## config.mk

```make
export PLATFORM = sky130hd
export DESIGN_NAME = decoder
export DESIGN_NICKNAME = d
export VERILOG_FILES = /design/src/rv32_pkg.sv /design/src/decoder.sv /design/src/decode_fmt_uj.sv /design/src/decode_fmt_b.sv /design/src/decode_fmt_s.sv /design/src/decode_fmt_r.sv /design/src/decode_fmt_i.sv
export SDC_FILE = /design/constraint.sdc
export NUM_CORES = 1
export LEC_CHECK = 0
export BUFFER_PORTS_ARGS = -buffer_cell sky130_fd_sc_hd__buf_2
export CAP_MARGIN = 20
export CORE_AREA = 2 2 113 115
export DETAILED_ROUTE_END_ITERATION = 10
export DIE_AREA = 0 0 115 117
export PLACE_DENSITY = 0.5
export SKIP_LAST_GASP = 1
export SLEW_MARGIN = 20
export SYNTH_ARGS = -nofsm -noshare
export SYNTH_HDL_FRONTEND = slang
export SYNTH_SLANG_ARGS = --single-unit
export TNS_END_PERCENT = 5
```

## constraint.sdc

```tcl
create_clock -name clk -period 2.4 [get_ports clk]
set_input_delay 0.24 -clock clk [delete_from_list [all_inputs] [get_ports clk]]
set_output_delay 0.24 -clock clk [all_outputs]
set_load 0.05 [all_outputs]
```

## src/rv32_pkg.sv

```systemverilog
package rv32_pkg;

    localparam int XLEN   = 32;
    localparam int REG_AW = 5;
    localparam int OPER_W = 6;

    typedef logic [XLEN-1:0]   addr_t;
    typedef logic [XLEN-1:0]   inst_t;
    typedef logic [XLEN-1:0]   word_t;
    typedef logic [REG_AW-1:0] regaddr_t;
    typedef logic [OPER_W-1:0] oper_t;
    typedef logic [6:0]        opcode_t;

    // operation codes seen by the rest of the core.
    localparam oper_t OP_NOP   = 6'd0;
    localparam oper_t OP_LUI   = 6'd1;
    localparam oper_t OP_AUIPC = 6'd2;
    localparam oper_t OP_JAL   = 6'd3;
    localparam oper_t OP_JALR  = 6'd4;
    localparam oper_t OP_BEQ   = 6'd5;
    localparam oper_t OP_BNE   = 6'd6;
    localparam oper_t OP_BLT   = 6'd7;
    localparam oper_t OP_BGE   = 6'd8;
    localparam oper_t OP_BLTU  = 6'd9;
    localparam oper_t OP_BGEU  = 6'd10;
    localparam oper_t OP_LB    = 6'd11;
    localparam oper_t OP_LH    = 6'd12;
    localparam oper_t OP_LW    = 6'd13;
    localparam oper_t OP_LBU   = 6'd14;
    localparam oper_t OP_LHU   = 6'd15;
    localparam oper_t OP_SB    = 6'd16;
    localparam oper_t OP_SH    = 6'd17;
    localparam oper_t OP_SW    = 6'd18;
    localparam oper_t OP_ADDI  = 6'd19;
    localparam oper_t OP_SLTI  = 6'd20;
    localparam oper_t OP_SLTIU = 6'd21;
    localparam oper_t OP_XORI  = 6'd22;
    localparam oper_t OP_ORI   = 6'd23;
    localparam oper_t OP_ANDI  = 6'd24;
    localparam oper_t OP_SLLI  = 6'd25;
    localparam oper_t OP_SRLI  = 6'd26;
    localparam oper_t OP_SRAI  = 6'd27;
    localparam oper_t OP_ADD   = 6'd28;
    localparam oper_t OP_SUB   = 6'd29;
    localparam oper_t OP_SLL   = 6'd30;
    localparam oper_t OP_SLT   = 6'd31;
    localparam oper_t OP_SLTU  = 6'd32;
    localparam oper_t OP_XOR   = 6'd33;
    localparam oper_t OP_SRL   = 6'd34;
    localparam oper_t OP_SRA   = 6'd35;
    localparam oper_t OP_OR    = 6'd36;
    localparam oper_t OP_AND   = 6'd37;

    // major opcodes, instruction bits 6:0.
    localparam opcode_t OPC_IMM    = 7'b0010011;
    localparam opcode_t OPC_LOAD   = 7'b0000011;
    localparam opcode_t OPC_OP     = 7'b0110011;
    localparam opcode_t OPC_STORE  = 7'b0100011;
    localparam opcode_t OPC_BRANCH = 7'b1100011;
    localparam opcode_t OPC_LUI    = 7'b0110111;
    localparam opcode_t OPC_AUIPC  = 7'b0010111;
    localparam opcode_t OPC_JAL    = 7'b1101111;
    localparam opcode_t OPC_JALR   = 7'b1100111;

    localparam logic [6:0] FUNCT7_BASE = 7'h00;
    localparam logic [6:0] FUNCT7_ALT  = 7'h20;

    // addi x0, x0, 0.
    localparam inst_t INST_NOP = 32'h0000_0013;

    typedef struct packed {
        logic     legal;
        oper_t    op;
        word_t    imm;
        regaddr_t rs1;
        regaddr_t rs2;
        regaddr_t rd;
    } fmt_dec_t;

    typedef struct packed {
        addr_t    pc;
        oper_t    op;
        word_t    imm;
        logic     en_rx;
        logic     en_ry;
        logic     en_w;
        regaddr_t rs1;
        regaddr_t rs2;
        regaddr_t rd;
    } dec_out_t;

endpackage
```

## src/decoder.sv

```systemverilog
module decoder (
    input  logic               clk,
    input  logic               rst,
    input  logic               rdy_i,
    input  logic               issue_i,
    input  logic               hit_i,
    input  rv32_pkg::addr_t    pc_i,
    input  rv32_pkg::inst_t    inst_i,
    output rv32_pkg::dec_out_t dec_o
);

    rv32_pkg::addr_t    pc_q;
    rv32_pkg::inst_t    inst_q;
    rv32_pkg::opcode_t  opcode;
    rv32_pkg::fmt_dec_t dec_i;
    rv32_pkg::fmt_dec_t dec_r;
    rv32_pkg::fmt_dec_t dec_s;
    rv32_pkg::fmt_dec_t dec_b;
    rv32_pkg::fmt_dec_t dec_uj;
    rv32_pkg::fmt_dec_t sel;
    logic               use_rx;
    logic               use_ry;
    logic               use_w;
    logic               en_rx;
    logic               en_ry;
    logic               en_w;

    // rdy freezes the held instruction and a miss loads a bubble.
    always_ff @(posedge clk) begin
        if (rst) begin
            pc_q   <= '0;
            inst_q <= '0;
        end else if (rdy_i && issue_i) begin
            if (hit_i) begin
                pc_q   <= pc_i;
                inst_q <= inst_i;
            end else begin
                pc_q   <= '0;
                inst_q <= rv32_pkg::INST_NOP;
            end
        end
    end

    decode_fmt_i  u_fmt_i  (.inst_i(inst_q), .dec_o(dec_i));
    decode_fmt_r  u_fmt_r  (.inst_i(inst_q), .dec_o(dec_r));
    decode_fmt_s  u_fmt_s  (.inst_i(inst_q), .dec_o(dec_s));
    decode_fmt_b  u_fmt_b  (.inst_i(inst_q), .dec_o(dec_b));
    decode_fmt_uj u_fmt_uj (.inst_i(inst_q), .dec_o(dec_uj));

    assign opcode = inst_q[6:0];

    always_comb begin
        sel    = '0;
        use_rx = 1'b0;
        use_ry = 1'b0;
        use_w  = 1'b0;
        case (opcode)
            rv32_pkg::OPC_IMM, rv32_pkg::OPC_LOAD: begin
                sel    = dec_i;
                use_rx = 1'b1;
                use_w  = 1'b1;
            end
            rv32_pkg::OPC_OP: begin
                sel    = dec_r;
                use_rx = 1'b1;
                use_ry = 1'b1;
                use_w  = 1'b1;
            end
            rv32_pkg::OPC_STORE: begin
                sel    = dec_s;
                use_rx = 1'b1;
                use_ry = 1'b1;
            end
            rv32_pkg::OPC_BRANCH: begin
                sel    = dec_b;
                use_rx = 1'b1;
                use_ry = 1'b1;
            end
            rv32_pkg::OPC_LUI, rv32_pkg::OPC_AUIPC, rv32_pkg::OPC_JAL: begin
                sel   = dec_uj;
                use_w = 1'b1;
            end
            rv32_pkg::OPC_JALR: begin
                sel    = dec_uj;
                use_rx = 1'b1;
                use_w  = 1'b1;
            end
            default: sel = '0;
        endcase
    end

    // an illegal or unknown instruction becomes a NOP.
    assign en_rx = use_rx & sel.legal;
    assign en_ry = use_ry & sel.legal;
    assign en_w  = use_w & sel.legal;

    always_comb begin
        dec_o       = '0;
        dec_o.pc    = pc_q;
        dec_o.op    = sel.legal ? sel.op : rv32_pkg::OP_NOP;
        dec_o.imm   = sel.legal ? sel.imm : '0;
        dec_o.en_rx = en_rx;
        dec_o.en_ry = en_ry;
        dec_o.en_w  = en_w;
        dec_o.rs1   = en_rx ? sel.rs1 : '0;
        dec_o.rs2   = en_ry ? sel.rs2 : '0;
        dec_o.rd    = en_w ? sel.rd : '0;
    end

    // formats without a destination already deliver a cleared rd field.
    a_rd_zero: assert property (@(posedge clk) disable iff (rst)
        !en_w |-> (sel.rd == '0))
        else $error("selected rd is nonzero while en_w is low");

    // the cleared register holds opcode 0, which no group claims.
    a_reset_nop: assert property (@(posedge clk)
        rst |=> !(dec_o.en_rx || dec_o.en_ry || dec_o.en_w))
        else $error("enables active one cycle after reset");

endmodule

```

## src/decode_fmt_uj.sv

```systemverilog
module decode_fmt_uj (
    input  rv32_pkg::inst_t    inst_i,
    output rv32_pkg::fmt_dec_t dec_o
);

    rv32_pkg::opcode_t opcode;
    rv32_pkg::word_t   imm_u;
    rv32_pkg::word_t   imm_j;
    rv32_pkg::word_t   imm_i;

    assign opcode = inst_i[6:0];
    assign imm_u  = {inst_i[31:12], 12'h000};
    assign imm_j  = {{11{inst_i[31]}}, inst_i[31], inst_i[19:12],
                     inst_i[20], inst_i[30:21], 1'b0};
    assign imm_i  = {{20{inst_i[31]}}, inst_i[31:20]};

    // this block owns four opcodes, so it has to tell them apart itself.
    always_comb begin
        dec_o = '0;
        case (opcode)
            rv32_pkg::OPC_LUI: begin
                dec_o.legal = 1'b1;
                dec_o.op    = rv32_pkg::OP_LUI;
                dec_o.imm   = imm_u;
                dec_o.rd    = inst_i[11:7];
            end
            rv32_pkg::OPC_AUIPC: begin
                dec_o.legal = 1'b1;
                dec_o.op    = rv32_pkg::OP_AUIPC;
                dec_o.imm   = imm_u;
                dec_o.rd    = inst_i[11:7];
            end
            rv32_pkg::OPC_JAL: begin
                dec_o.legal = 1'b1;
                dec_o.op    = rv32_pkg::OP_JAL;
                dec_o.imm   = imm_j;
                dec_o.rd    = inst_i[11:7];
            end
            rv32_pkg::OPC_JALR: begin
                if (inst_i[14:12] == 3'd0) begin
                    dec_o.legal = 1'b1;
                    dec_o.op    = rv32_pkg::OP_JALR;
                    dec_o.imm   = imm_i;
                    dec_o.rs1   = inst_i[19:15];
                    dec_o.rd    = inst_i[11:7];
                end
            end
            default: dec_o = '0;
        endcase
    end

endmodule

```

## src/decode_fmt_b.sv

```systemverilog
module decode_fmt_b (
    input  rv32_pkg::inst_t    inst_i,
    output rv32_pkg::fmt_dec_t dec_o
);

    rv32_pkg::oper_t op;

    always_comb begin
        case (inst_i[14:12])
            3'd0: op = rv32_pkg::OP_BEQ;
            3'd1: op = rv32_pkg::OP_BNE;
            3'd4: op = rv32_pkg::OP_BLT;
            3'd5: op = rv32_pkg::OP_BGE;
            3'd6: op = rv32_pkg::OP_BLTU;
            3'd7: op = rv32_pkg::OP_BGEU;
            default: op = rv32_pkg::OP_NOP;
        endcase
    end

    always_comb begin
        dec_o = '0;
        if (op != rv32_pkg::OP_NOP) begin
            dec_o.legal = 1'b1;
            dec_o.op    = op;
            dec_o.imm   = {{19{inst_i[31]}}, inst_i[31], inst_i[7],
                           inst_i[30:25], inst_i[11:8], 1'b0};
            dec_o.rs1   = inst_i[19:15];
            dec_o.rs2   = inst_i[24:20];
        end
    end

    // branch targets are always halfword aligned.
    a_imm_aligned: assert property (@(inst_i) dec_o.legal |-> (dec_o.imm[0] == 1'b0))
        else $error("branch immediate has bit 0 set");

endmodule

```

## src/decode_fmt_s.sv

```systemverilog
module decode_fmt_s (
    input  rv32_pkg::inst_t    inst_i,
    output rv32_pkg::fmt_dec_t dec_o
);

    rv32_pkg::oper_t op;

    always_comb begin
        case (inst_i[14:12])
            3'd0: op = rv32_pkg::OP_SB;
            3'd1: op = rv32_pkg::OP_SH;
            3'd2: op = rv32_pkg::OP_SW;
            default: op = rv32_pkg::OP_NOP;
        endcase
    end

    always_comb begin
        dec_o = '0;
        if (op != rv32_pkg::OP_NOP) begin
            dec_o.legal = 1'b1;
            dec_o.op    = op;
            // the store offset is split around the rd field.
            dec_o.imm   = {{20{inst_i[31]}}, inst_i[31:25], inst_i[11:7]};
            dec_o.rs1   = inst_i[19:15];
            dec_o.rs2   = inst_i[24:20];
        end
    end

endmodule

```

## src/decode_fmt_r.sv

```systemverilog
module decode_fmt_r (
    input  rv32_pkg::inst_t    inst_i,
    output rv32_pkg::fmt_dec_t dec_o
);

    logic [2:0]      funct3;
    logic [6:0]      funct7;
    rv32_pkg::oper_t op;

    assign funct3 = inst_i[14:12];
    assign funct7 = inst_i[31:25];

    always_comb begin
        op = rv32_pkg::OP_NOP;
        if (funct7 == rv32_pkg::FUNCT7_BASE) begin
            case (funct3)
                3'd0: op = rv32_pkg::OP_ADD;
                3'd1: op = rv32_pkg::OP_SLL;
                3'd2: op = rv32_pkg::OP_SLT;
                3'd3: op = rv32_pkg::OP_SLTU;
                3'd4: op = rv32_pkg::OP_XOR;
                3'd5: op = rv32_pkg::OP_SRL;
                3'd6: op = rv32_pkg::OP_OR;
                default: op = rv32_pkg::OP_AND;
            endcase
        end else if (funct7 == rv32_pkg::FUNCT7_ALT) begin
            // only sub and sra exist with the alternate funct7.
            if (funct3 == 3'd0) op = rv32_pkg::OP_SUB;
            else if (funct3 == 3'd5) op = rv32_pkg::OP_SRA;
        end
    end

    always_comb begin
        dec_o = '0;
        if (op != rv32_pkg::OP_NOP) begin
            dec_o.legal = 1'b1;
            dec_o.op    = op;
            dec_o.rs1   = inst_i[19:15];
            dec_o.rs2   = inst_i[24:20];
            dec_o.rd    = inst_i[11:7];
        end
    end

endmodule

```

## src/decode_fmt_i.sv

```systemverilog
module decode_fmt_i (
    input  rv32_pkg::inst_t    inst_i,
    output rv32_pkg::fmt_dec_t dec_o
);

    logic            is_load;
    logic [2:0]      funct3;
    logic [6:0]      funct7;
    rv32_pkg::oper_t op;

    assign is_load = (inst_i[6:0] == rv32_pkg::OPC_LOAD);
    assign funct3  = inst_i[14:12];
    assign funct7  = inst_i[31:25];

    always_comb begin
        op = rv32_pkg::OP_NOP;
        if (is_load) begin
            case (funct3)
                3'd0: op = rv32_pkg::OP_LB;
                3'd1: op = rv32_pkg::OP_LH;
                3'd2: op = rv32_pkg::OP_LW;
                3'd4: op = rv32_pkg::OP_LBU;
                3'd5: op = rv32_pkg::OP_LHU;
                default: op = rv32_pkg::OP_NOP;
            endcase
        end else begin
            case (funct3)
                3'd0: op = rv32_pkg::OP_ADDI;
                3'd2: op = rv32_pkg::OP_SLTI;
                3'd3: op = rv32_pkg::OP_SLTIU;
                3'd4: op = rv32_pkg::OP_XORI;
                3'd6: op = rv32_pkg::OP_ORI;
                3'd7: op = rv32_pkg::OP_ANDI;
                3'd1: if (funct7 == rv32_pkg::FUNCT7_BASE) op = rv32_pkg::OP_SLLI;
                3'd5: begin
                    // the upper immediate bits pick the shift kind.
                    if (funct7 == rv32_pkg::FUNCT7_BASE) op = rv32_pkg::OP_SRLI;
                    else if (funct7 == rv32_pkg::FUNCT7_ALT) op = rv32_pkg::OP_SRAI;
                end
                default: op = rv32_pkg::OP_NOP;
            endcase
        end
    end

    always_comb begin
        dec_o = '0;
        if (op != rv32_pkg::OP_NOP) begin
            dec_o.legal = 1'b1;
            dec_o.op    = op;
            // shamt stays in imm[4:0] for the shifts.
            dec_o.imm   = {{20{inst_i[31]}}, inst_i[31:20]};
            dec_o.rs1   = inst_i[19:15];
            dec_o.rd    = inst_i[11:7];
        end
    end

endmodule

```

=== Yosys cells after proc, flatten, opt, wreduce, memory -nomap -nowiden ===
Cells that the tools add are included.

* Word-level logic and storage cells: 70
* Output and inout bits: 88
* Input port bits: 69
* Register bits: 64

* Reductions and logical operators: 13
* Eq/ne operators: 17
* Bitwise operators: 3
* Mux-type cells: 35

{| class="wikitable"
|+ Operators by type and width
! kind !! number
|-
| $pmux W54 S5 || 1
|-
| $pmux W39 S4 || 1
|-
| $mux W49 || 2
|-
| $mux W32 || 3
|-
| $mux W44 || 2
|-
| $pmux W6 S8 || 1
|-
| $mux W6 || 7
|-
| $pmux W6 S7 || 1
|-
| $mux W5 || 8
|-
| $eq A7 B6 Y1 const B || 4
|-
| $pmux W4 S6 || 1
|-
| $reduce_bool A6 Y1 || 4
|-
| $eq A7 B7 Y1 const B || 3
|-
| $pmux W4 S5 || 1
|-
| $mux W15 || 1
|-
| $pmux W5 S3 || 1
|-
| $eq A7 B5 Y1 const B || 2
|-
| $eq A3 B3 Y1 const B || 4
|-
| $pmux W5 S2 || 1
|-
| $eq A7 B2 Y1 const B || 1
|-
| $logic_not A7 Y1 || 1
|-
| $mux W7 || 1
|-
| $reduce_or A7 Y1 || 1
|-
| $eq A3 B2 Y1 const B || 2
|-
| 9 further kinds || 14
|}

=== Longest topological paths before layout ===
Gate-level depths: netlist of the first run.

* Word-level depth: 10
* Gate-level depth with buffers: 9
* Gate-level depth less buffers: 6

=== Modules after synthesis ===
A second synthesis of the first run with hierarchy kept.

* Cells, all modules: 949
* Area total of the unflattened synthesis: 6930.4 sq um

{| class="wikitable"
|+ Modules (own cells, without submodules)
! module !! times used !! cells each !! area an instance (sq um) !! seq. area each (sq um)
|-
| decoder || 1 || 570 || 4297.9 || 1281.2
|-
| decode_fmt_r || 1 || 78 || 613.1 || 0.0
|-
| decode_fmt_i || 1 || 89 || 594.3 || 0.0
|-
| decode_fmt_uj || 1 || 96 || 585.6 || 0.0
|-
| decode_fmt_b || 1 || 59 || 421.7 || 0.0
|-
| decode_fmt_s || 1 || 57 || 417.9 || 0.0
|}

=== Least setup slack after synthesis of the first run ===
Ideal clock, no wire load.

* Path kind: register to output
* Start point: register inst_q[25]
* End point: output port dec_o[53] (netlist bit)
* Cell stages (with the launch flop): 6
* Path buffers: 0
* Slack: -426 ps
* Arrival: 2586 ps
* Data required time: 2160 ps
* Cell sequence: dfxtp_1 -> or4_4 -> or2_1 -> o32ai_1 -> a21oi_1 -> o21ai_0

{| class="wikitable"
|+ RTL lines
! item !! line !! text
|-
| start, declared || decoder.sv:13 || <nowiki>rv32_pkg::inst_t inst_q;</nowiki>
|-
| start signal, assigned || decoder.sv:36 || <nowiki>inst_q <= inst_i;</nowiki>
|-
| start signal, assigned || decoder.sv:39 || <nowiki>inst_q <= rv32_pkg::INST_NOP;</nowiki>
|-
| end, declared || decoder.sv:9 || <nowiki>output rv32_pkg::dec_out_t dec_o</nowiki>
|}

==> results of run 1 <==
per-stage QoR:
step                      TNS, ns  total power, uW  hold slack (ns)  utilization, %  area, um^2
final                      -17.39             2840            0.174            44.2        5440
after detailed placement    -1.88             1570            0.441            39.5        4860
after CTS                  -17.02             2860            0.162            43.7        5380
after global placement     -0.701             1570            0.435            39.5        4860
after global routing       -22.10             2950            0.179            44.2        5440
after floorplan             -1.04             1390            0.392               -        3590
power breakdown:
part / total [uW] / leakage, uW / switching [uW] / internal, uW
registers: 1120 / 0.000521 / 25.7 / 1100
clock network: 1280 / 0.000141 / 484 / 793
logic: 443 / 0.00184 / 277 / 165
worst reg2reg max path, stage by stage (launching register included):
cell and delay (ns):
dfxtp_1 0.54, buf_4 0.22, nand2_1 0.05, a21oi_1 0.12
cells by family after synthesis:
group	after synthesis
XOR/XNOR	2
AND/OR/NAND/NOR	229
flip-flops	64
AO/OA/AOI/OAI	136
buffers and inverters	52
adder cells (fa/ha/maj)	1
sequential cells by signal (all words and copies together), names as in the netlist:
register,cells
pc_q,32
inst_q,32
final timing paths:
path | end | depth (start not counted) | from
setup / recovery | dec_o[38] | 8 | inst_q[25]$_SDFFE_PP0P_
hold / removal | pc_q[28]$_SDFFE_PP0P_ | 3 | pc_i[28]
setup reg to reg | inst_q[12]$_SDFFE_PP0P_ | 3 | inst_q[12]$_SDFFE_PP0P_
hold reg to reg | pc_q[30]$_SDFFE_PP0P_ | 2 | pc_q[30]$_SDFFE_PP0P_
repair_timing:
action,4_1_cts,5_1_grt
setup endpoints to repair,55,56
resized for setup,46,20
gates cloned,3,0
setup buffers,7,2
pin swaps,10,5
cell type report:
cell class | instances | area [um^2] | share of cell area (%)
multi-input combinational | 371 | 2200 | 40.4
sequential | 64 | 1280 | 23.6
timing repair buffer | 221 | 1470 | 27.0
clock inverter | 6 | 61.3 | 1.13
tap | 150 | 188 | 3.45
inverter | 4 | 15.0 | 0.276
clock buffer | 9 | 225 | 4.14
placed cells by master (no fill, tap or decap), types with 9 or more instances in the layout:
cell,netlist,final
a21oi_1,71,71
nor2_1,22,21
and2_1,17,16
o21ai_0,12,11
a22o_1,16,16
clkbuf_16,0,9
a21o_1,10,10
buf_2,6,124
clkbuf_4,0,11
dfxtp_1,64,61
nand3_1,67,67
buf_6,1,11
nand2_1,80,78
buf_4,3,69
routing by layer:
| layer | vias up | wire (um) |
|---|---|---|
| met3 | 17 | 1130 |
| li1 | 2086 | - |
| met5 | - | 0 |
| met4 | 0 | 271 |
| met1 | 2054 | 6450 |
| met2 | 134 | 6770 |
==> impl_metrics.env, run 1 <==
export IMPL_worstMarginPinSlew_ns=0.475
export IMPL_synth_top_family_by_area="simple AND/OR/NAND/NOR gates"
export IMPL_top_usage_layer="met2"
export IMPL_synth_commonest_cells="nand2_1, a21oi_1, nand3_1, dfxtp_1, clkbuf_1"
export IMPL_synth_cell_types=59
export IMPL_cts_buffers=9
export IMPL_cp_slowest_cell="or4_4"
export IMPL_grt_setup_unrepaired="yes"
export IMPL_timing_slew_headroom_pct=68.2
export IMPL_portBuffers=156
export IMPL_clock_path_buffers=2
export IMPL_synthArstFlopShare_pct=0
export IMPL_status="finished with violations"
export IMPL_yosys_most_used_dff="dfxtp_1"
export IMPL_routed_wl_mm=14.6
export IMPL_place_hpwl_mm=10.5
export IMPL_drive_gt1_share_pct=40.3
export IMPL_setup_worst_path_start_class="register"
export IMPL_cp_top_family="compound AO/OA/AOI/OAI gates"
export IMPL_yosys_area_top_type_share_pct=35.7
export IMPL_synth_edff_count=0
export IMPL_syn_area_per_cell_um2=7.42
export IMPL_p_leak_uw=0.00251
export IMPL_tritoncts="done"
export IMPL_grtUsageMet3_pct=6.49
export IMPL_viasPerCell=5.20
export IMPL_yosysMostFrequentCell="nand2_1"
export IMPL_yosysWarnings=0
export IMPL_pre_cts_slack_ns=-0.129
export IMPL_fin_nets=740
export IMPL_synth_xor_area_share_pct=0.488
export IMPL_cp_buffers_inverters=2
export IMPL_fin_crit_ns=2.79
export IMPL_ff2ff_setup_slack_ns=1.41
export IMPL_synthAdderAreaFrac_pct=0.279
export IMPL_grt_pass1_vias=4213
export IMPL_firstDrtPassIters=4
export IMPL_cts_hold_buf=0
export IMPL_clock_skew_ns=0
export IMPL_die_h_um=117
export IMPL_netlist_area_um2=3590
export IMPL_final_antenna_net_count=0
export IMPL_cp_required_ns=2.16
export IMPL_grt_overflow=0
export IMPL_synth_compound_area_share_pct=25.2
export IMPL_max_freq_ghz=0.359
export IMPL_arrival_ns=2.55
export IMPL_drtIter0Drc=224
export IMPL_clock_sinks=64
export IMPL_max_vdd_ir_drop_mv=0.358
export IMPL_yosys_mux_area_fraction_pct=0
export IMPL_grt_pass1_wl_mm=22.5
export IMPL_finalHoldViolations=0
export IMPL_core_um2=12300
export IMPL_slew_viol_final=0
export IMPL_yosys_top_cells_area="dfxtp_1, a21oi_1, nand3_1"
export IMPL_n_fill_cell=1268
export IMPL_antenna_cells=0
export IMPL_ys_seq_area_share_pct=35.7
export IMPL_ctsHtreeMaxLevel=3
export IMPL_avgRoutedWirePerCell_um=17.7
export IMPL_area_growth_pct=51.3
export IMPL_dieArea_um2=13500
export IMPL_violations="negative setup slack"
export IMPL_rows=41
export IMPL_synth_fp_nets=553
export IMPL_antenna_found_initial=0
export IMPL_start_util_pct=29.2
export IMPL_cts_clk_slew_worst_paths_ns=0.06
export IMPL_grt_util_met2_pct=35.1
export IMPL_netlist_instances=484
export IMPL_detail_route_drc_violations=0
export IMPL_final_cells=825
export IMPL_end_kind="output pin"
export IMPL_fin_ws_ns=-0.387
export IMPL_worstSetupPathType="reg -> out"
export IMPL_grt_use_met1_pct=27.5
export IMPL_fin_crit_sh_pct=116
export IMPL_grt_max_degree=65
export IMPL_synth_top_cell_by_area="dfxtp_1"
export IMPL_path_max_fanout=5
export IMPL_ys_seq_elements=64
export IMPL_setup_viol=55
export IMPL_cp_slowest_stage_delay_ns=0.58
export IMPL_clock_latency_ns=0.33
export IMPL_io_pins=157
export IMPL_maxCapViolCount=0
export IMPL_yosys_area_share_simple_pct=32.1
export IMPL_vias=4291
export IMPL_gp_congestion=0.943
export IMPL_power_density_nw_per_um2=523
export IMPL_dp_cells=798
export IMPL_die_w_um=115
export IMPL_clockRootBuffer="clkbuf_16"
export IMPL_cp_cell_sequence="or4_4, o311ai_4, a22o_2, o31ai_4, buf_4, nand3b_4, a22o_1, clkbuf_4"
export IMPL_grt_usage_pct=21.6
export IMPL_holdCritPathClass="in -> reg"
(Power assumes the default switching activity.)
==> run 2, diff against run 1 <==
--- a/config.mk
+++ b/config.mk
@@ -11,6 +11,7 @@
 export DETAILED_ROUTE_END_ITERATION = 10
 export DIE_AREA = 0 0 115 117
 export PLACE_DENSITY = 0.5
+export SETUP_SLACK_MARGIN = 0.1
 export SKIP_LAST_GASP = 1
 export SLEW_MARGIN = 20
 export SYNTH_ARGS = -nofsm -noshare
==> run 2 against run 1 <==
  * The flow still finishes with violations (negative setup slack)
  * Non-clock buffer count increased by 2
  * Register-to-register slack improved by 0.10 ns
  * Hold slack got worse by 0.017 ns
  * First-iteration DRC count decreased by 25%
  * Final cell count increased by 0.36%
  * Sequential power about the same
  * Combinational power decreased by 2%
  * Critical path depth unchanged
  * Via count decreased by 0.91%
  * Sequential share of layout area about the same
  * Count of clock-buffer cells in the layout unchanged
  * Maximum frequency increased by 2.1%
  * Critical path type unchanged
==> impl_metrics.env, run 2 (synthesized netlist as in run 1, its figures left out) <==
export IMPL_cts_buffers=9
export IMPL_core_um2=12300
export IMPL_start_util_pct=29.2
export IMPL_detail_route_drc_violations=0
export IMPL_path_max_fanout=6
export IMPL_viasPerCell=5.14
export IMPL_cts_clk_slew_worst_paths_ns=0.06
export IMPL_hold_start="pc_i[22]"
export IMPL_arrival_ns=2.49
export IMPL_grt_overflow=0
export IMPL_io_pins=157
export IMPL_min_path_cells=3
export IMPL_clock_path_buffers=2
export IMPL_final_antenna_net_count=0
export IMPL_holdPathEnd="pc_q[22]$_SDFFE_PP0P_"
export IMPL_grt_setup_unrepaired="yes"
export IMPL_max_vdd_ir_drop_mv=0.281
export IMPL_gp_congestion=0.925
export IMPL_max_freq_ghz=0.366
export IMPL_finalHoldViolations=0
export IMPL_place_hpwl_mm=10.5
export IMPL_cp_required_ns=2.16
export IMPL_tritoncts="done"
export IMPL_final_cell_mix="buf_2, buf_4, nand2_1"
export IMPL_postLayoutCoreUtil_pct=44.1
export IMPL_grt_usage_pct=21.4
export IMPL_final_common_cell="buf_2"
export IMPL_power_density_nw_per_um2=527
export IMPL_clock_skew_ns=0
export IMPL_vias=4252
export IMPL_cts_hold_buf=0
export IMPL_slew_viol_final=0
export IMPL_setup_worst_path_start_class="register"
export IMPL_grt_pass1_vias=4206
export IMPL_drtIter0Drc=169
export IMPL_routed_wl_mm=14.3
export IMPL_antenna_cells=0
export IMPL_die_h_um=117
export IMPL_drive_gt1_share_pct=40.4
export IMPL_portBuffers=156
export IMPL_final_cells=828
export IMPL_rows=41
export IMPL_firstDrtPassIters=4
export IMPL_grt_pass1_wl_mm=22.2
export IMPL_r2r_end="inst_q[4]$_SDFFE_PP0P_"
export IMPL_reg2reg_depth=3
export IMPL_ff2ff_setup_slack_ns=1.51
export IMPL_ctsHtreeMaxLevel=3
export IMPL_holdCritPathClass="in -> reg"
export IMPL_r2r_start="inst_q[4]$_SDFFE_PP0P_"
export IMPL_holdWs_ns=0.157
export IMPL_grt_max_degree=65
export IMPL_clock_latency_ns=0.33
export IMPL_p_leak_uw=0.00253
export IMPL_end_kind="output pin"
export IMPL_fin_crit_sh_pct=114
export IMPL_violations="negative setup slack"
export IMPL_setup_viol=55
export IMPL_clock_sinks=64
export IMPL_fin_ws_ns=-0.329
export IMPL_pre_cts_slack_ns=-0.167
export IMPL_largestRegisters="inst_q (32), pc_q (32)"
export IMPL_maxCapViolCount=0
export IMPL_die_w_um=115
export IMPL_fin_crit_ns=2.73
export IMPL_worstSetupPathType="reg -> out"
export IMPL_worstMarginPinSlew_ns=0.660
export IMPL_clockRootBuffer="clkbuf_16"
export IMPL_timing_slew_headroom_pct=56.0
export IMPL_n_fill_cell=1275
export IMPL_dp_cells=802
export IMPL_status="finished with violations"
export IMPL_antenna_found_initial=0
export IMPL_dieArea_um2=13500
export IMPL_avgRoutedWirePerCell_um=17.3
export IMPL_area_growth_pct=51.2
export IMPL_fin_nets=742
==> run 2: metrics by stage <==
stage	cell area, um^2	TNS [ns]	power (uW)
finish	5430	-15.02	2860
global placement	4870	-0.771	1560
CTS	5410	-15.99	2890
floorplan	3610	-0.0294	1390
global route	5430	-20.78	2980
detailed placement	4870	-1.64	1560
==> run 2: report_power, final <==
part	total, uW	switching [uW]	internal [uW]
clock	1310	501	805
sequential	1120	26.4	1100
combinational	432	273	159
total	2860	800	2060
==> run 2: final cells by class <==
class,count,area (um^2),share of cell area [%]
inverters,4,15.0,0.276
repair buffers,223,1450,26.8
flip-flops and latches,64,1280,23.6
well taps,150,188,3.46
clock inverters,7,71.3,1.31
clock buffers,9,225,4.15
multi-input cells,371,2190,40.4
==> run 2: worst max-delay path by stage <==
stage | from | endpoint | slack [ns] | cells past startpoint
floorplan | inst_q[25]$_SDFFE_PP0P_ | dec_o[23] | -0.004 | 7
global placement | inst_q[25]$_SDFFE_PP0P_ | dec_o[11] | -0.06 | 7
detailed placement | inst_q[25]$_SDFFE_PP0P_ | dec_o[12] | -0.17 | 7
CTS | inst_q[26]$_SDFFE_PP0P_ | dec_o[12] | -0.33 | 7
global route | inst_q[25]$_SDFFE_PP0P_ | dec_o[13] | -0.44 | 7
finish | inst_q[25]$_SDFFE_PP0P_ | dec_o[36] | -0.33 | 8
==> run 2: repair_timing <==
| action | in CTS | in global routing |
|---|---|---|
| setup endpoints to repair | 56 | 56 |
| buffers inserted | 6 | 1 |
| resized for setup | 55 | 6 |
| gates cloned | 3 | 0 |
| pin swaps | 9 | 3 |
==> run 2: routing by layer <==
layer	vias to the layer above	track usage, %	routed length, um
li1	2092	-	-
met1	2000	27.3	6190
met2	144	34.9	6820
met3	16	6.08	1070
met4	0	7.07	222
met5	-	0	0
==> run 2: critical path, stage by stage, from the launching register on <==
cell and delay (ns):
dfxtp_2 0.31, or4_4 0.58, or2_4 0.28, a21oi_4 0.19, o31ai_4 0.12, buf_6 0.17
a21boi_4 0.21, a21o_1 0.13, buf_6 0.16
